### src/hdl/field_geom_pkg.sv
package field_geom_pkg;

	// Cell coordinate, wide enough for the field plus one.
	typedef logic [3:0] coord_t;

	// Field size in cells. Row 0 holds the bricks.
	localparam int FIELD_W = 8;
	localparam int FIELD_H = 8;

	// Ball position while a level restarts.
	localparam coord_t SERVE_X = 4'd4;
	localparam coord_t SERVE_Y = 4'd6;

	// Config register map.
	localparam logic CFG_ADDR_LIFE = 1'b0; // Starting lives.
	localparam logic CFG_ADDR_MASK = 1'b1; // Bad-brick mask.

endpackage

### src/hdl/game_rules_pkg.sv
package game_rules_pkg;

	// Score counts good bricks and wraps after 15.
	typedef logic [3:0] score_t;

	// Remaining lives.
	typedef logic [3:0] life_t;

	// Lives at power-up, until the config block is written.
	localparam life_t LIFE_INIT = 4'd3;

	// Controller states.
	// st_idle   waits for start.
	// st_serve  ball parked, waits for the serve key.
	// st_play   ball moving.
	// st_over   last life lost, waits for the serve key.
	typedef enum logic [1:0] {
		st_idle,
		st_serve,
		st_play,
		st_over
	} game_state_t;

endpackage

### src/hdl/ball_mover.sv
`timescale 1ns/1ps

module ball_mover (
	input	logic				clk,
	input	logic				resetN,
	input	logic				tick,
	input	logic				pause,
	input	logic				reset_level,
	input	field_geom_pkg::coord_t		paddle_x,
	input	logic				brick_present,
	input	logic				brick_bad,
	output	logic				probe_valid,
	output	field_geom_pkg::coord_t		probe_col,
	output	field_geom_pkg::coord_t		ball_x,
	output	field_geom_pkg::coord_t		ball_y,
	output	logic				hit_good,
	output	logic				miss
);

	localparam field_geom_pkg::coord_t X_MAX =
		field_geom_pkg::coord_t'(field_geom_pkg::FIELD_W - 1);
	localparam field_geom_pkg::coord_t Y_MAX =
		field_geom_pkg::coord_t'(field_geom_pkg::FIELD_H - 1);

	logic dir_right; // 1 moves right.
	logic dir_up; // 1 moves toward row 0.
	logic step;
	logic near_paddle;
	logic dir_right_mv;
	field_geom_pkg::coord_t x_next;
	logic [4:0] x_ext, p_ext;

	assign step = tick && !pause && !reset_level;

	// Brick query from row 1 on the way up.
	assign probe_valid = step && dir_up && (ball_y == 4'd1);
	assign probe_col = ball_x;

	// Paddle covers its own column and one on each side.
	always_comb begin
		x_ext = {1'b0, ball_x};
		p_ext = {1'b0, paddle_x};
		near_paddle = (x_ext == p_ext) ||
			(x_ext + 5'd1 == p_ext) ||
			(p_ext + 5'd1 == x_ext);
	end

	// Side walls flip the direction before the move.
	always_comb begin
		dir_right_mv = dir_right;
		if (dir_right && (ball_x == X_MAX))
			dir_right_mv = 1'b0;
		else if (!dir_right && (ball_x == '0))
			dir_right_mv = 1'b1;
		x_next = dir_right_mv ? ball_x + 4'd1 : ball_x - 4'd1;
	end

	always_ff @(posedge clk or negedge resetN) begin
		if (!resetN) begin
			ball_x <= field_geom_pkg::SERVE_X;
			ball_y <= field_geom_pkg::SERVE_Y;
			dir_right <= 1'b1;
			dir_up <= 1'b1;
			hit_good <= 1'b0;
			miss <= 1'b0;
		end
		else begin
			hit_good <= probe_valid && brick_present && !brick_bad;
			miss <= 1'b0;

			if (reset_level) begin
				ball_x <= field_geom_pkg::SERVE_X; // Parked, heading up-right.
				ball_y <= field_geom_pkg::SERVE_Y;
				dir_right <= 1'b1;
				dir_up <= 1'b1;
			end
			else if (step) begin
				if (dir_up) begin
					ball_x <= x_next;
					dir_right <= dir_right_mv;
					if (ball_y == '0) begin
						dir_up <= 1'b0; // Top edge acts as a wall.
						ball_y <= ball_y + 4'd1;
					end
					else if (probe_valid && brick_present) begin
						dir_up <= 1'b0; // Brick hit, stay in row 1.
					end
					else begin
						ball_y <= ball_y - 4'd1;
					end
				end
				else if (ball_y != Y_MAX) begin
					ball_x <= x_next;
					dir_right <= dir_right_mv;
					ball_y <= ball_y + 4'd1;
				end
				else if (near_paddle) begin
					ball_x <= x_next;
					dir_right <= dir_right_mv;
					dir_up <= 1'b1;
					ball_y <= ball_y - 4'd1;
				end
				else begin
					miss <= 1'b1; // Ball held until the restart.
				end
			end
		end
	end

endmodule

### src/hdl/brick_field.sv
`timescale 1ns/1ps

module brick_field #(
	parameter int BRICK_COLS = 8
) (
	input	logic				clk,
	input	logic				resetN,
	input	logic				reset_level_pulse,
	input	logic				probe_valid,
	input	field_geom_pkg::coord_t		probe_col,
	input	logic [BRICK_COLS-1:0]		bad_mask,
	output	logic				brick_present,
	output	logic				brick_bad,
	output	logic [BRICK_COLS-1:0]		bricks
);

	logic [BRICK_COLS-1:0] hit_sel;

	// One-hot select of the probed column, empty past the last brick.
	always_comb begin
		hit_sel = '0;
		for (int i = 0; i < BRICK_COLS; i++) begin
			if (probe_valid && (probe_col == field_geom_pkg::coord_t'(i)))
				hit_sel[i] = 1'b1;
		end
	end

	assign brick_present = |(hit_sel & bricks);
	assign brick_bad = |(hit_sel & bricks & bad_mask);

	always_ff @(posedge clk or negedge resetN) begin
		if (!resetN) begin
			bricks <= '1;
		end
		else if (reset_level_pulse) begin
			bricks <= '1; // New level, full row.
		end
		else begin
			// Good bricks go away when hit.
			bricks <= bricks & ~(hit_sel & ~bad_mask);
		end
	end

endmodule

### src/hdl/game_config_regs.sv
`timescale 1ns/1ps

module game_config_regs #(
	parameter int BRICK_COLS = 8
) (
	input	logic				clk,
	input	logic				resetN,
	input	logic				cfg_valid,
	input	logic				cfg_addr,
	input	logic [7:0]			cfg_data,
	input	logic				pause,
	output	logic				cfg_ready,
	output	game_rules_pkg::life_t		life_init,
	output	logic [BRICK_COLS-1:0]		bad_mask
);

	logic wr_en;

	// Settings only change between rounds.
	assign cfg_ready = pause;
	assign wr_en = cfg_valid && cfg_ready;

	always_ff @(posedge clk or negedge resetN) begin
		if (!resetN) begin
			life_init <= game_rules_pkg::LIFE_INIT;
			bad_mask <= '0; // All bricks good.
		end
		else if (wr_en) begin
			if (cfg_addr == field_geom_pkg::CFG_ADDR_LIFE) begin
				life_init <= cfg_data[3:0];
			end
			else if (cfg_addr == field_geom_pkg::CFG_ADDR_MASK) begin
				bad_mask <= cfg_data[BRICK_COLS-1:0];
			end
			// Any other address is taken and dropped.
		end
	end

endmodule

### src/hdl/game_controller.sv
`timescale 1ns/1ps

module game_controller (
	input	logic				clk,
	input	logic				resetN,
	input	logic				start,
	input	logic				launch,
	input	logic				hit_good,
	input	logic				miss,
	input	game_rules_pkg::life_t		life_init,
	output	logic				pause,
	output	logic				reset_level,
	output	logic				reset_level_pulse,
	output	game_rules_pkg::score_t		score,
	output	game_rules_pkg::life_t		life
);

	game_rules_pkg::game_state_t state, state_next;

	game_rules_pkg::score_t score_q, score_next;
	game_rules_pkg::life_t life_q, life_next;

	logic reset_level_d;

	assign score = score_q;
	assign life = life_q;

	always_ff @(posedge clk or negedge resetN) begin
		if (!resetN) begin
			state <= game_rules_pkg::st_idle;
			score_q <= '0;
			life_q <= game_rules_pkg::LIFE_INIT;
			reset_level_d <= 1'b0;
		end
		else begin
			state <= state_next;
			score_q <= score_next;
			life_q <= life_next;
			reset_level_d <= reset_level;
		end
	end

	// First cycle of a restart.
	assign reset_level_pulse = reset_level && !reset_level_d;

	always_comb begin
		state_next = state;
		score_next = score_q;
		life_next = life_q;
		pause = 1'b1;
		reset_level = 1'b0;

		case (state)

			game_rules_pkg::st_idle: begin
				if (start)
					state_next = game_rules_pkg::st_serve;
			end

			game_rules_pkg::st_serve: begin
				score_next = '0;
				reset_level = 1'b1;
				if (launch)
					state_next = game_rules_pkg::st_play;
			end

			game_rules_pkg::st_play: begin
				pause = 1'b0;
				if (miss) begin
					life_next = life_q - 4'd1;
					if (life_next == '0)
						state_next = game_rules_pkg::st_over;
					else
						state_next = game_rules_pkg::st_serve;
				end
				else if (hit_good) begin
					score_next = score_q + 4'd1; // Wraps.
				end
			end

			game_rules_pkg::st_over: begin
				score_next = '0;
				life_next = life_init;
				reset_level = 1'b1;
				if (launch)
					state_next = game_rules_pkg::st_play;
			end

			default: begin
				state_next = game_rules_pkg::st_idle;
			end

		endcase
	end

endmodule

### src/hdl/game_top.sv
`timescale 1ns/1ps

module game_top #(
	parameter int BRICK_COLS = 8
) (
	input	logic				clk,
	input	logic				resetN,
	input	logic				start,
	input	logic				launch,
	input	logic				tick,
	input	field_geom_pkg::coord_t		paddle_x,
	input	logic				cfg_valid,
	input	logic				cfg_addr,
	input	logic [7:0]			cfg_data,
	output	logic				cfg_ready,
	output	logic				pause,
	output	game_rules_pkg::score_t		score,
	output	game_rules_pkg::life_t		life,
	output	field_geom_pkg::coord_t		ball_x,
	output	field_geom_pkg::coord_t		ball_y,
	output	logic [BRICK_COLS-1:0]		bricks
);

	game_rules_pkg::life_t life_init;
	logic [BRICK_COLS-1:0] bad_mask;
	logic reset_level, reset_level_pulse;
	logic hit_good, miss;
	logic probe_valid, brick_present, brick_bad;
	field_geom_pkg::coord_t probe_col;

	game_config_regs #(.BRICK_COLS(BRICK_COLS)) game_config_regs_i (
		.clk(clk), .resetN(resetN),
		.cfg_valid(cfg_valid), .cfg_addr(cfg_addr), .cfg_data(cfg_data),
		.pause(pause), .cfg_ready(cfg_ready),
		.life_init(life_init), .bad_mask(bad_mask)
	);

	game_controller game_controller_i (
		.clk(clk), .resetN(resetN),
		.start(start), .launch(launch), .hit_good(hit_good), .miss(miss),
		.life_init(life_init), .pause(pause), .reset_level(reset_level),
		.reset_level_pulse(reset_level_pulse), .score(score), .life(life)
	);

	ball_mover ball_mover_i (
		.clk(clk), .resetN(resetN),
		.tick(tick), .pause(pause), .reset_level(reset_level), .paddle_x(paddle_x),
		.brick_present(brick_present), .brick_bad(brick_bad),
		.probe_valid(probe_valid), .probe_col(probe_col),
		.ball_x(ball_x), .ball_y(ball_y), .hit_good(hit_good), .miss(miss)
	);

	brick_field #(.BRICK_COLS(BRICK_COLS)) brick_field_i (
		.clk(clk), .resetN(resetN),
		.reset_level_pulse(reset_level_pulse),
		.probe_valid(probe_valid), .probe_col(probe_col), .bad_mask(bad_mask),
		.brick_present(brick_present), .brick_bad(brick_bad), .bricks(bricks)
	);

endmodule

### config.mk
export PLATFORM = sky130hd
export DESIGN_NAME = game_top
export DESIGN_NICKNAME = d
export VERILOG_FILES = /design/src/hdl/field_geom_pkg.sv /design/src/hdl/game_rules_pkg.sv /design/src/hdl/ball_mover.sv /design/src/hdl/brick_field.sv /design/src/hdl/game_config_regs.sv /design/src/hdl/game_controller.sv /design/src/hdl/game_top.sv
export SDC_FILE = /design/constraint.sdc
export NUM_CORES = 1
export LEC_CHECK = 0
export ABC_AREA = 1
export ABC_CLOCK_PERIOD_IN_PS = 1870
export BUFFER_PORTS_ARGS = -buffer_cell sky130_fd_sc_hd__buf_2
export CORE_ASPECT_RATIO = 1.2
export CORE_MARGIN = 2
export CORE_UTILIZATION = 51
export DETAILED_ROUTE_END_ITERATION = 8
export PLACE_DENSITY = 0.79
export SYNTH_ARGS = -nofsm -noshare
export SYNTH_HDL_FRONTEND = slang
export SYNTH_SLANG_ARGS = --single-unit
### constraint.sdc
create_clock -name clk -period 1.87 [get_ports clk]
set_input_delay 0.0935 -clock clk [delete_from_list [all_inputs] [get_ports clk]]
set_output_delay 0.0935 -clock clk [all_outputs]
set_load 0.02 [all_outputs]
==> metrics.csv <==
metric,value,unit
ir_worst_vdd,0.000835,V
clock.fmax,0.538,GHz
syn_to_final_growth,21.1,%
critical_path_class,flip-flop to flip-flop,
clock_path_buffers,2,
synth_ff_type,dfrtp_1,
synth-edff-count,0,
ys_seq_area_frac,0.402,
p_int,2.71,mW
path_clk_slew,80,ps
preCtsSetupSlack,17.5,ps
cts.sinks,43,
drc,0,
clkPwrFrac,0.121,
setup_viol,0,
syn_area_per_cell,7.67,µm²
utilization,0.632,
setup_ws,9.97,ps
ios,45,
power_switching,2.46,mW
p_leak,1.73,nW
synth_top_area_share,0.238,
ys_types,36,
grt_overflow_total,0,
die_w,70.8,µm
synth-seq-cells,43,
clk_latency,300,ps
drtPass1Iterations,6,
cts_tree,done,
vias,2495,
clock_skew,5.06,ps
core,5230,µm²
cp-end-kind,flip-flop,
grt_max_degree,24,
rows,29,
dpl.cell_count,466,
die_h,84.1,µm
syn_nets,388,
ys_top_cells_by_area,"dfrtp_1 24%, dfstp_2 16%, nand2_1 12%",
nets,451,
async_flop_share,1.00,
finalInstanceArea,3300,µm²
grt_pass1_vias,2309,
wire_per_inst,12.8,µm
antenna_found_initial,0,
critPathArrivalTime,2060,ps
min_period_over_period,0.995,
rsz0062_at_grt,true,
htreeDepth,2,
grt.total_usage,0.204,
dieArea,5950,µm²
hold_viol_final,0,
cts_root_buffer,clkbuf_8,
yosys_warnings,0,
finalNonFillerCells,482,
slew_headroom,0.675,
synth_cells,356,
final_common_cell,nand2_1,
power,5.16,mW
worstSetupStartpointType,flip-flop,
powerDensity,1560,nW/µm²
status,completed,
min-delay-path-class,input pin to flip-flop,
final_cell_mix,"84 x nand2_1, 44 x buf_2, 43 x inv_1",
cap_violations,0,
hpwlAfterDp,4620,µm
via_per_inst,5.18,
cp.required,2070,ps
placed_area,3070,µm²
final.min_clock_period,1860,ps
syn-cell-area,2730,µm²
whs,30.6,ps
drv_slew,0,
ant_nets,0,
drive_gt1_frac,0.288,
gp_congestion,0.883,
p_sw_frac,0.476,
n_fill_cell,453,
p_comb_frac,0.558,
drt_iter0_drc,87,
synth.largest_area_cell,dfrtp_1,
grt_pass1_wl,9880,µm
numCtsBuffers,5,
setup_tns,0,ps
max_slew.worst_pin.slew,486,ps
drt-total-wl,6180,µm
portBuffers,44,
initial_core_util,0.522,
seq_power_share,0.321,
n_antenna_cell,0,
critPathMaxFanout,8,
[cells in the mapped netlist, drive strengths merged (3+ instances only)]
cell	n
nand2	92
inv	48
nand3	42
nor2	32
o21ai	27
dfrtp	26
dfstp	17
ha	13
a21oi	12
xor2	9
nand4	7
clkbuf	5
o22ai	5
buf	4
a31oi	3
nor3	3
[repair_timing]
action / 4_1_cts / 5_1_grt
setup buffers: 0 / 6
hold buffers: 2 / 0
endpoints found under the setup margin: 1 / 9
resized for setup: 1 / 18
pin swaps: 1 / 9
endpoints found under the hold margin: 17 / 0
[cells by family after synthesis]
logic type	share of synthesized area
and+or+nand+nor	0.315
adders and majority gates	0.0596
buffers and inverters	0.0871
xor gates and xnor gates	0.0353
AOI/OAI and AO/OA	0.101
DFF	0.402
[sequential cells by signal (all words and copies together) (netlist names), 2 cells and up]
register and count:
ball_mover_i.ball_x 4, ball_mover_i.ball_y 4, brick_field_i.bricks 8, game_config_regs_i.bad_mask 8, game_config_regs_i.life_init 4, game_controller_i.life 4
game_controller_i.score 4, game_controller_i.state 2
[power by group through the flow]
stage          Sequential (mW)  Clock, mW  Combinational (mW)
2_1_floorplan             1.79          0                1.88
3_3_place_gp              1.65          0                2.71
3_5_place_dp              1.66          0                2.77
4_1_cts                   1.64      0.630                2.79
5_1_grt                   1.71      0.678                3.22
6_report                  1.66      0.626                2.88
[metal layers]
metal  global-route usage  wire length [µm]  share of wire
met1                0.238              2660           0.43
met2                0.369              3120           0.50
met3               0.0372               274          0.044
met4               0.0772               131          0.021
met5                    0                 0              0
[path summary, 6_finish.rpt]
path | startpoint | to | slack [ps] | cells past startpoint
max in group asynchronous | resetN | ball_mover_i.ball_y[1]$_DFFE_PN1P_ | 1070 | 3
max reg2reg | ball_mover_i.ball_y[1]$_DFFE_PN1P_ | ball_mover_i.ball_y[0]$_DFFE_PN0P_ | 10 | 15
max | ball_mover_i.ball_y[1]$_DFFE_PN1P_ | ball_mover_i.ball_y[0]$_DFFE_PN0P_ | 10 | 15
min reg2reg | brick_field_i.bricks[4]$_DFF_PN1_ | brick_field_i.bricks[4]$_DFF_PN1_ | 480 | 2
min | cfg_data[0] | game_config_regs_i.life_init[0]$_DFFE_PN1P_ | 30 | 3
min in group asynchronous | resetN | game_config_regs_i.bad_mask[7]$_DFFE_PN0P_ | 180 | 2
[worst max-delay path, cell delays in order, from the launching register on]
cell and delay, ps:
dfstp_2 560, inv_2 50, ha_4 140, nand2_1 50
inv_1 40, nand2_2 110, nor2_8 80, buf_6 130
nand3_4 50, nand2_2 60, nor2_4 90, nand2_2 80
nand2_4 100, nand3_4 90, nand2_1 70, nand2_1 50
[final cells by class]
| type | count | area (µm²) | share of cell area |
|---|---|---|---|
| Clock buffer | 7 | 86.3 | 0.0261 |
| Clock inverter | 1 | 8.76 | 0.00265 |
| Inverter | 48 | 180 | 0.0545 |
| Multi-Input combinational cell | 256 | 1460 | 0.443 |
| Sequential cell | 43 | 1100 | 0.333 |
| Tap cell | 62 | 77.6 | 0.0235 |
| Timing Repair Buffer | 65 | 387 | 0.117 |
No activity file was read; power rests on OpenSTA's default activity.
